$ cat config.mk
export PLATFORM = sky130hd
export DESIGN_NAME = mem_gateway_top
export DESIGN_NICKNAME = d
export VERILOG_FILES = /design/src/rtl/gateway_pkg.sv /design/src/rtl/byte_delay.sv /design/src/rtl/command_parser.sv /design/src/rtl/register_bank.sv /design/src/rtl/reply_merge.sv /design/src/rtl/mem_gateway_top.sv
export VERILOG_INCLUDE_DIRS = /design/src /design/src/rtl
export SDC_FILE = /design/constraint.sdc
export NUM_CORES = 1
export LEC_CHECK = 0
export BUFFER_PORTS_ARGS = -buffer_cell sky130_fd_sc_hd__buf_2
export CORE_ASPECT_RATIO = 1.1
export CORE_MARGIN = 4
export CORE_UTILIZATION = 45
export CTS_CLUSTER_SIZE = 40
export DETAILED_ROUTE_END_ITERATION = 8
export PLACE_DENSITY_LB_ADDON = 0.2
export SKIP_LAST_GASP = 1
export SLEW_MARGIN = 10
export SYNTH_ARGS = -nofsm -noshare
export SYNTH_HDL_FRONTEND = slang
export SYNTH_SLANG_ARGS = --single-unit
$ cat constraint.sdc
create_clock -name clk -period 3.1 [get_ports clk]
set_input_delay 0.31 -clock clk [delete_from_list [all_inputs] [get_ports clk]]
set_output_delay 0.31 -clock clk [all_outputs]
set_load 0.01 [all_outputs]
$ cat src/rtl/gateway_cfg.svh
`ifndef GATEWAY_CFG_SVH
`define GATEWAY_CFG_SVH

// Cycles from a bus strobe to valid read data at the bank output
`define GW_READ_PIPE_LEN 3

// Cycles from a byte at idata to the same byte slot at odata
// Must be at least 5 plus the read pipe length
`define GW_N_LAT 8

// Low address bits decoded by the register bank
// 4 bits give 16 registers, higher bits alias onto them
`define GW_REG_ADDR_BITS 4

`endif

$ cat src/rtl/gateway_pkg.sv
// Types shared by the gateway datapath and its register bank
// Network byte order throughout, so the first byte on the wire is the MSB
package gateway_pkg;

	// One payload byte as it arrives from the UDP client
	typedef logic [7:0] byte_t;

	// Control-and-address word, the first half of a command pair
	// Only the read flag and the 24-bit address carry meaning
	typedef struct packed {
		logic [2:0]  spare_hi;
		logic        rd;
		logic [3:0]  spare_lo;
		logic [23:0] addr;
	} ctrl_word_t;

	// Full 8-byte command pair as it sits in the input shift register
	// Control word was received first, so it lands in the upper half
	typedef struct packed {
		ctrl_word_t  ctrl;
		logic [31:0] data;
	} cmd_pair_t;

	// Local bus command handed from the parser to the register bank
	// Held stable between strobes
	typedef struct packed {
		logic [23:0] addr;
		logic        rd;
		logic [31:0] wdata;
	} bus_cmd_t;

	// Four bytes of a 32-bit word, index 3 is the byte sent first
	typedef byte_t [3:0] word_bytes_t;

endpackage

$ cat src/rtl/byte_delay.sv
`timescale 1ns/1ns

// Fixed-length delay line
// Payload type is a parameter so one block serves bytes, words and flags
// Length zero degenerates to a plain connection
module byte_delay #(
	parameter type payload_t = logic [7:0],
	parameter int  len = 1
) (
	input  logic     clk,
	input  logic     rst,
	input  payload_t din,
	output payload_t dout
);

	generate
		if (len == 0) begin : g_bypass
			// No stages requested
			assign dout = din;
		end else begin : g_chain
			// Stage 0 takes din, stage len-1 feeds dout
			payload_t stages [len];

			always_ff @(posedge clk) begin
				if (rst) begin
					for (int i = 0; i < len; i++) begin
						stages[i] <= '0;
					end
				end else begin
					stages[0] <= din;
					// Every stage advances every cycle, no gating
					for (int i = 1; i < len; i++) begin
						stages[i] <= stages[i-1];
					end
				end
			end

			assign dout = stages[len-1];
		end
	endgenerate

endmodule

$ cat src/rtl/command_parser.sv
`timescale 1ns/1ns

// Turns the payload byte stream into local bus commands
// Layout: 8 bytes of padding, then 8-byte command pairs
// Each pair is a control+address word followed by a data word
module command_parser (
	input  logic                  clk,
	input  logic                  rst,
	input  gateway_pkg::byte_t    idata,
	input  logic                  raw_s,
	output gateway_pkg::bus_cmd_t cmd,
	output logic                  cmd_strobe
);

	// Last eight bytes seen, newest in the low byte
	logic [63:0] isr;
	// Shift register contents including the current byte
	logic [63:0] next_isr;
	// Position of the current byte inside its 8-byte group
	logic [2:0] byte_cnt;
	// High once the padding group has gone by
	logic body;
	// Current byte closes a command pair
	logic pair_done;
	// Current eight bytes seen as a command pair
	gateway_pkg::cmd_pair_t pair;

	assign next_isr = {isr[55:0], idata};
	assign pair = gateway_pkg::cmd_pair_t'(next_isr);

	// Only a byte that is really part of the packet may complete a pair,
	// so a trailing partial pair never reaches the bus
	assign pair_done = raw_s & body & (&byte_cnt);

	always_ff @(posedge clk) begin
		if (rst) begin
			isr <= '0;
			byte_cnt <= '0;
			body <= 1'b0;
		end else begin
			// Shifts unconditionally, stale bytes are never used
			isr <= next_isr;

			// Counter restarts at each packet
			if (raw_s) begin
				byte_cnt <= byte_cnt + 3'd1;
			end else begin
				byte_cnt <= '0;
			end

			// Body starts after the eighth padding byte
			if (!raw_s) begin
				body <= 1'b0;
			end else if (&byte_cnt) begin
				body <= 1'b1;
			end
		end
	end

	// Command register and strobe, one cycle after the last pair byte
	always_ff @(posedge clk) begin
		if (rst) begin
			cmd <= '0;
			cmd_strobe <= 1'b0;
		end else begin
			cmd_strobe <= pair_done;
			// Held until the next pair completes
			if (pair_done) begin
				cmd.addr <= pair.ctrl.addr;
				cmd.rd <= pair.ctrl.rd;
				cmd.wdata <= pair.data;
			end
		end
	end

endmodule

$ cat src/rtl/register_bank.sv
`timescale 1ns/1ns

`include "gateway_cfg.svh"

// Local bus target
// Bank of 32-bit registers, only the low address bits are decoded
// Reads return after a fixed pipe, no wait states
module register_bank (
	input  logic                  clk,
	input  logic                  rst,
	input  gateway_pkg::bus_cmd_t cmd,
	input  logic                  cmd_strobe,
	output logic [31:0]           rdata,
	output logic                  rd_valid
);

	localparam int ADDR_BITS = `GW_REG_ADDR_BITS;
	localparam int N_REGS = 1 << ADDR_BITS;

	logic [31:0] regs [N_REGS];
	// Decoded register index, upper address bits alias
	logic [ADDR_BITS-1:0] idx;
	// First read stage, value sampled at the strobe
	logic [31:0] rd_word;
	logic rd_flag;
	logic do_write;
	logic do_read;

	assign idx = cmd.addr[ADDR_BITS-1:0];
	assign do_write = cmd_strobe & ~cmd.rd;
	assign do_read = cmd_strobe & cmd.rd;

	// Write lands at the edge closing the strobe cycle
	always_ff @(posedge clk) begin
		if (rst) begin
			for (int i = 0; i < N_REGS; i++) begin
				regs[i] <= '0;
			end
		end else if (do_write) begin
			regs[idx] <= cmd.wdata;
		end
	end

	// Read sample taken at the same edge, then carried down the pipe
	always_ff @(posedge clk) begin
		if (rst) begin
			rd_word <= '0;
			rd_flag <= 1'b0;
		end else begin
			rd_flag <= do_read;
			if (do_read) begin
				rd_word <= regs[idx];
			end
		end
	end

	// Remaining stages so data and flag arrive together
	byte_delay #(
		.payload_t(logic [31:0]),
		.len(`GW_READ_PIPE_LEN - 1)
	) i_word_pipe (
		.clk(clk),
		.rst(rst),
		.din(rd_word),
		.dout(rdata)
	);

	byte_delay #(
		.payload_t(logic),
		.len(`GW_READ_PIPE_LEN - 1)
	) i_flag_pipe (
		.clk(clk),
		.rst(rst),
		.din(rd_flag),
		.dout(rd_valid)
	);

endmodule

$ cat src/rtl/reply_merge.sv
`timescale 1ns/1ns

// Output shift register for the reply stream
// Echoed bytes pass through four byte slots
// A read result overwrites the slots in one go
module reply_merge (
	input  logic               clk,
	input  logic               rst,
	input  gateway_pkg::byte_t pdata,
	input  logic [31:0]        rdata,
	input  logic               rd_valid,
	output gateway_pkg::byte_t xdata
);

	// Slot 3 leaves next, slot 0 takes the newest byte
	gateway_pkg::word_bytes_t osr;

	always_ff @(posedge clk) begin
		if (rst) begin
			osr <= '0;
		end else if (rd_valid) begin
			// rd_valid coincides with the last data byte of the read pair,
			// so the four data bytes still queued here are replaced
			osr <= gateway_pkg::word_bytes_t'(rdata);
		end else begin
			osr <= {osr[2:0], pdata};
		end
	end

	// MSB of a loaded word goes out first, matching network order
	assign xdata = osr[3];

endmodule

$ cat src/rtl/mem_gateway_top.sv
`timescale 1ns/1ns

`include "gateway_cfg.svh"

// UDP payload to local bus gateway with its register bank
// Every byte comes back GW_N_LAT cycles later, read data filled in
module mem_gateway_top (
	input  logic               clk,
	input  logic               rst,
	input  gateway_pkg::byte_t idata,
	input  logic               raw_s,
	output gateway_pkg::byte_t odata
);

	// Parser to bank
	gateway_pkg::bus_cmd_t cmd;
	logic cmd_strobe;

	// Bank to merge
	logic [31:0] rdata;
	logic rd_valid;

	// Payload aligned to the read result
	gateway_pkg::byte_t pdata;
	// Payload with read data substituted
	gateway_pkg::byte_t xdata;

	command_parser i_parser (
		.clk(clk),
		.rst(rst),
		.idata(idata),
		.raw_s(raw_s),
		.cmd(cmd),
		.cmd_strobe(cmd_strobe)
	);

	register_bank i_bank (
		.clk(clk),
		.rst(rst),
		.cmd(cmd),
		.cmd_strobe(cmd_strobe),
		.rdata(rdata),
		.rd_valid(rd_valid)
	);

	// One cycle for the strobe plus the read pipe
	byte_delay #(
		.payload_t(gateway_pkg::byte_t),
		.len(`GW_READ_PIPE_LEN + 1)
	) i_align (
		.clk(clk),
		.rst(rst),
		.din(idata),
		.dout(pdata)
	);

	reply_merge i_merge (
		.clk(clk),
		.rst(rst),
		.pdata(pdata),
		.rdata(rdata),
		.rd_valid(rd_valid),
		.xdata(xdata)
	);

	// Pads the path out to the configured total latency
	// 4 merge slots plus 1 strobe cycle are already spent
	byte_delay #(
		.payload_t(gateway_pkg::byte_t),
		.len(`GW_N_LAT - `GW_READ_PIPE_LEN - 5)
	) i_finale (
		.clk(clk),
		.rst(rst),
		.din(xdata),
		.dout(odata)
	);

endmodule

==> out/summary.txt, run 1 <==
HPWL Detailed: 45660 um
Die Span Y: 275.1 um
Tcrit/Tclk final: 85.58%
Sequential share of the synthesized area: 66.92%
Min Tclk post-route: 2653 ps
Die area: 0.06902 mm^2
Drt first pass iters: 5
CP required: 3560 ps
Core area: 0.06396 mm^2
Min-Delay Path Class: input port to register
Status: finished clean
Die width: 250.9 um
Row count: 97
Worst reg2reg setup slack: 450 ps
Slew HR: 24.82%
TritonCTS clock tree: yes
Initial antenna violation count: 5
Root Driver: clkbuf_16
Final wirelength: 75280 um
Yosys top cell area share: 52.66%
Final setup fails: 0
Wire per inst: 25.37 um
Critical path class: register to register
Pre-CTS WS: 475.2 ps
Hold wc startpoint: rst
GRT Total Usage: 21.93%
Via count: 16292
Setup WS post-layout: 446.9 ps
Post-route DRC: 0
Post-CTS Setup Bufs: 0
Power per cell area: 617.2 mW/mm^2
Fillers: 5291
Area leader, netlist: edfxtp_1
Maxcap violations: 0
Antenna viol nets, final: 0
Synth unique cells: 30
Initial Util: 45.65%
Synth Register Bits: 720
I/O Buffers: 18
GP Congestion: 0.8064
Leak: 0.01123 uW
Worst-path clk slew: 60 ps
Startpoint types: register
Fmax: 376.9 MHz
Clk_lat worst skew: 610 ps
First-pass GRT wire length: 111200 um
Hold_ws: 48.78 ps
CTS Buf Count: 74
Slew @ Worst Pin: 1128 ps
Fin Setup TNS: 0 ps
WHS Path Cells: 2
Placed Area: 0.03034 mm^2
Worst path arrival time: 3120 ps
RSZ-0062 raised after global routing: false
Max-slew violation count: 0
Largest net degree at the start of global routing: 108
Clock Path Buffers: 3
Peak VDD IR: 0.4131 mV
Post-route cell area: 0.03294 mm^2
Cells after synthesis: 2067
NumNets Final: 2078
Grt total ovfl: 0
Vias per Instance: 5.491
Worst hold endpoint: i_parser.isr[8]
Yosys warns: 0
Synth Cell Area: 0.02920 mm^2
Synth Area per Inst: 14.12 um^2
Cell count of the worst reg-to-reg path: 6
Layout area overhead: 12.81%
Starting DRT DRC Count: 1589
Clock sinks: 720
RR Endpoint: i_bank.rd_word[21]
Critical path peak fanout: 28
Layout cell share with drive strength beyond 1: 15.68%
Vias in the first global route: 16573
Net Count, Synth: 2080
Final hold violations: 0
R2R Path Start: i_parser.cmd[33]
Synth top area cells: edfxtp_1, dfxtp_1, and2_1
Clock skew: 22.91 ps
Io pins: 19
CP Capture Type: register
H-Tree Depth: 3
critical path, stage by stage, from the launching register on:
cell and delay (ps):
dfxtp_4 520, buf_4 550, nand3b_1 480, buf_4 270, o22ai_1 110, a211oi_1 410, a21oi_1 120
synthesized netlist by cell type:
cell type / count
and3b_1: 1
ha_1: 2
a22oi_1: 32
clkbuf_1: 121
nor3b_2: 1
nor2_1: 85
buf_1: 7
nand3_1: 2
dfxtp_1: 208
inv_1: 2
or3b_1: 1
a211oi_1: 32
mux2i_1: 96
buf_6: 3
nand2_1: 81
edfxtp_1: 512
nor2b_1: 103
a21oi_1: 69
mux4_2: 96
buf_4: 19
nor3_2: 4
o22ai_1: 32
or2_2: 16
buf_2: 22
and2b_1: 1
nand3b_1: 1
nand2b_1: 3
and2_1: 513
nand3b_2: 1
and3_1: 1
routing by layer:
layer,part of all wire [%],track usage (%)
met5,0,0
met4,2.7,6.994
met3,6.6,3.952
met2,49,36.74
met1,42,29.35
worst max-delay path by stage:
stage                      from  cells past startpoint  slack [ps]                  to
2_1_floorplan               rst                      4        1170   i_bank.regs[9][0]
3_3_place_gp   i_parser.cmd[33]                      4         480  i_bank.rd_word[25]
3_5_place_dp   i_parser.cmd[33]                      4         480  i_bank.rd_word[25]
4_1_cts        i_parser.cmd[33]                      6         450  i_bank.rd_word[21]
5_1_grt        i_parser.cmd[33]                      6         330  i_bank.rd_word[21]
6_report       i_parser.cmd[33]                      6         450  i_bank.rd_word[21]
metrics by stage:
step	std cells	power (uW)	utilization [%]
detailed placement	2822	11410	47.44
global placement	2822	11390	47.44
CTS	2965	20500	51.49
global route	2965	20950	51.49
finish	2967	20330	51.49
floorplan	2067	11150	-
layout by cell type, fill, tap and decap left out, types with 9 or more instances in the layout:
master     instances
and2_1           513
a21oi_1           69
nand2_1           81
o22ai_1           32
a211oi_1          32
clkbuf_16         82
mux4_2            96
a22oi_1           32
clkinv_2           9
clkbuf_8          11
or2_2             16
mux2i_1           96
buf_4             55
buf_2             17
edfxtp_1         512
buf_12            13
nor2b_1          102
nor2_1            71
clkbuf_1          18
dfxtp_1          205
nor2_2            12
cell type report:
cell class | instances | area [um^2] | share of cell area [%]
antenna | 2 | 5.005 | 0.01520
clock buffer | 112 | 2276 | 6.910
clock inverter | 23 | 231.5 | 0.7028
inverter | 2 | 7.507 | 0.02279
multi-input combinational | 1173 | 8966 | 27.22
sequential | 720 | 19550 | 59.35
tap | 841 | 1052 | 3.195
timing repair buffer | 94 | 849.6 | 2.579
report_power, final:
group	total (uW)	switching (uW)	internal, uW	leakage [uW]
clock network	9130	3650	5480	0.00124
registers	10700	101	10600	0.00657
logic	479	320	159	0.00342
total	20300	4070	16300	0.0112
timing repair:
action | 4_1_cts | 5_1_grt
endpoints found under the setup margin | 0 | 0
hold endpoints to repair | 13 | 0
hold buffers | 8 | 0
gates resized for setup | 0 | 0
sequential cells by signal, summed over array words and instances, names as in the netlist:
signal	cells
i_parser.body	1
i_merge.osr	24
i_merge.xdata	8
i_bank.regs	512
i_parser.isr	35
i_parser.cmd_strobe	1
i_bank.rd_word	32
i_parser.byte_cnt	3
i_bank.rd_flag	1
i_bank.i_word_pipe.g_chain.stages	64
i_bank.i_flag_pipe.g_chain.stages	2
i_parser.cmd	37
cell families after synthesis:
group / count (synthesis) / synth area share [%]
fa+ha+maj: 2 / 0.08570
mux: 192 / 10.70
simple gates: 814 / 16.13
compound gates: 165 / 3.514
flops: 720 / 66.92
buf+inv: 174 / 2.653
(Power assumes the default switching activity.)
==> run 2, diff against run 1 <==
--- a/config.mk
+++ b/config.mk
@@ -13,6 +13,7 @@
 export CTS_CLUSTER_SIZE = 40
 export DETAILED_ROUTE_END_ITERATION = 8
 export PLACE_DENSITY_LB_ADDON = 0.2
+export RECOVER_POWER = 50
 export SKIP_LAST_GASP = 1
 export SLEW_MARGIN = 10
 export SYNTH_ARGS = -nofsm -noshare
==> run 2 against run 1 <==
Compared with the run above:
- the flow now finishes with violations (max-capacitance violations, max-slew violations)
- clock skew about the same
- hold slack improved by 4.3 ps
- flip-flop and latch count unchanged
==> out/summary.txt, run 2 (synthesis gave the netlist of run 1 again) <==
Status: complete, but fails checks
Failing checks: max-capacitance violations, max-slew violations
TritonCTS clock tree: yes
Critical path peak fanout: 32
Slew @ Worst Pin: 1542 ps
Post-CTS Setup Bufs: 0
Layout cell share with drive strength beyond 1: 14.41%
Max reg flops: 512
CP required: 3460 ps
NumNets Final: 2078
Final hold violations: 0
Sequential share of power: 52.8%
HPWL Detailed: 45660 um
Clock Path Buffers: 3
Maxcap violations: 1
CTS Buf Count: 74
Max-slew violation count: 23
Placed Area: 0.03034 mm^2
Fmax: 347.4 MHz
I/O Buffers: 18
Critical path class: input port to register
Via count: 16256
Io pins: 19
Startpoint types: input port
Sw power: 4053 uW
Worst-path clk slew: 60 ps
Grt total ovfl: 0
Fillers: 5320
Internal power: 16260 uW
Wire per inst: 25.37 um
Worst reg2reg setup slack: 500 ps
Post-route cell area: 0.03283 mm^2
Die Span Y: 275.1 um
RSZ-0062 raised after global routing: false
Multi-input gate area: 0.008909 mm^2
Post-route DRC: 0
Most common cell after layout, fill and taps aside: edfxtp_1
Initial Util: 45.65%
Initial antenna violation count: 5
Vias per Instance: 5.481
Slew HR: -2.798%
Cell count of the worst reg-to-reg path: 6
Peak VDD IR: 0.4129 mV
Sw frac: 19.96%
Most frequent cells in the layout: edfxtp_1, and2_1, dfxtp_1, and2_0, nor2b_1
Fin Setup TNS: 0 ps
Die width: 250.9 um
CP Capture Type: register
Drt first pass iters: 5
Antenna viol nets, final: 0
Register area: 0.01955 mm^2
Largest regs: i_bank.regs (512), i_bank.i_word_pipe.g_chain.stages (64), i_parser.cmd (37)
Min Tclk post-route: 2879 ps
Worst path arrival time: 3230 ps
Min-Delay Path Class: input port to register
Die area: 0.06902 mm^2
Vias in the first global route: 16573
First-pass GRT wire length: 111200 um
GP Congestion: 0.8064
GRT Total Usage: 21.93%
Starting DRT DRC Count: 1562
Tcrit/Tclk final: 92.86%
Comb pwr share: 2.3%
Clock skew: 22.50 ps
Pre-CTS WS: 475.2 ps
H-Tree Depth: 3
Clock sinks: 720
Layout area overhead: 12.43%
Biggest register: i_bank.regs
Setup WS post-layout: 221.4 ps
Power per cell area: 618.8 mW/mm^2
Leak: 0.01104 uW
Final setup fails: 0
Final Core Density: 51.32%
Final wirelength: 75250 um
Core area: 0.06396 mm^2
Proportion of power drawn by the clock network: 44.9%
Root Driver: clkbuf_16
Row count: 97
Total power: 20310 uW
WHS Path Cells: 3
Largest net degree at the start of global routing: 108
Clk_lat worst skew: 610 ps
[run 2: area by class of cell]
| cell class | instances | share of cell area, % |
|---|---|---|
| Antenna cell | 1 | 0.007623 |
| Clock buffer | 112 | 6.933 |
| Clock inverter | 23 | 0.7052 |
| Inverter | 2 | 0.02287 |
| Multi-Input combinational cell | 1173 | 27.14 |
| Sequential cell | 720 | 59.55 |
| Tap cell | 841 | 3.206 |
| Timing Repair Buffer | 94 | 2.436 |
[run 2: routing by layer]
layer / vias up / part of all wire, % / global-route usage (%)
li1: 7328 / - / -
met1: 8276 / 41 / 29.35
met2: 542 / 49 / 36.74
met3: 110 / 7.0 / 3.952
met4: 0 / 2.5 / 6.994
met5: - / 0 / 0
[run 2: repair_timing]
item,CTS,global route
hold buffers,8,0
resized for setup,0,0
endpoints found under the hold margin,13,0
[run 2: stage by stage]
step	hold slack (ps)	std cells
global route	80.52	2965
finish	53.09	2966
global placement	407.2	2822
floorplan	399.2	2067
detailed placement	421.2	2822
CTS	17.87	2965
[run 2: worst max-delay path, cell delays in order]
cell and delay (ps):
clkbuf_1 1080, buf_4 470, and3b_1 230, nand2_1 140, nor3_1 80, clkbuf_2 460, and2_1 360
[run 2: worst paths after layout]
kind                         from                   end
max                           rst    i_bank.regs[2][13]
min                         raw_s  i_parser.byte_cnt[1]
max reg2reg      i_parser.cmd[33]    i_bank.rd_word[21]
min reg2reg  i_parser.byte_cnt[0]  i_parser.byte_cnt[0]
[run 2: power by group through the flow]
stage	sequential (uW)	clock [uW]	combinational, uW
finish	10700	9110	476
CTS	10700	9290	484
floorplan	10900	0	265
global placement	10900	0	473
global route	10700	9700	501
detailed placement	10900	0	475
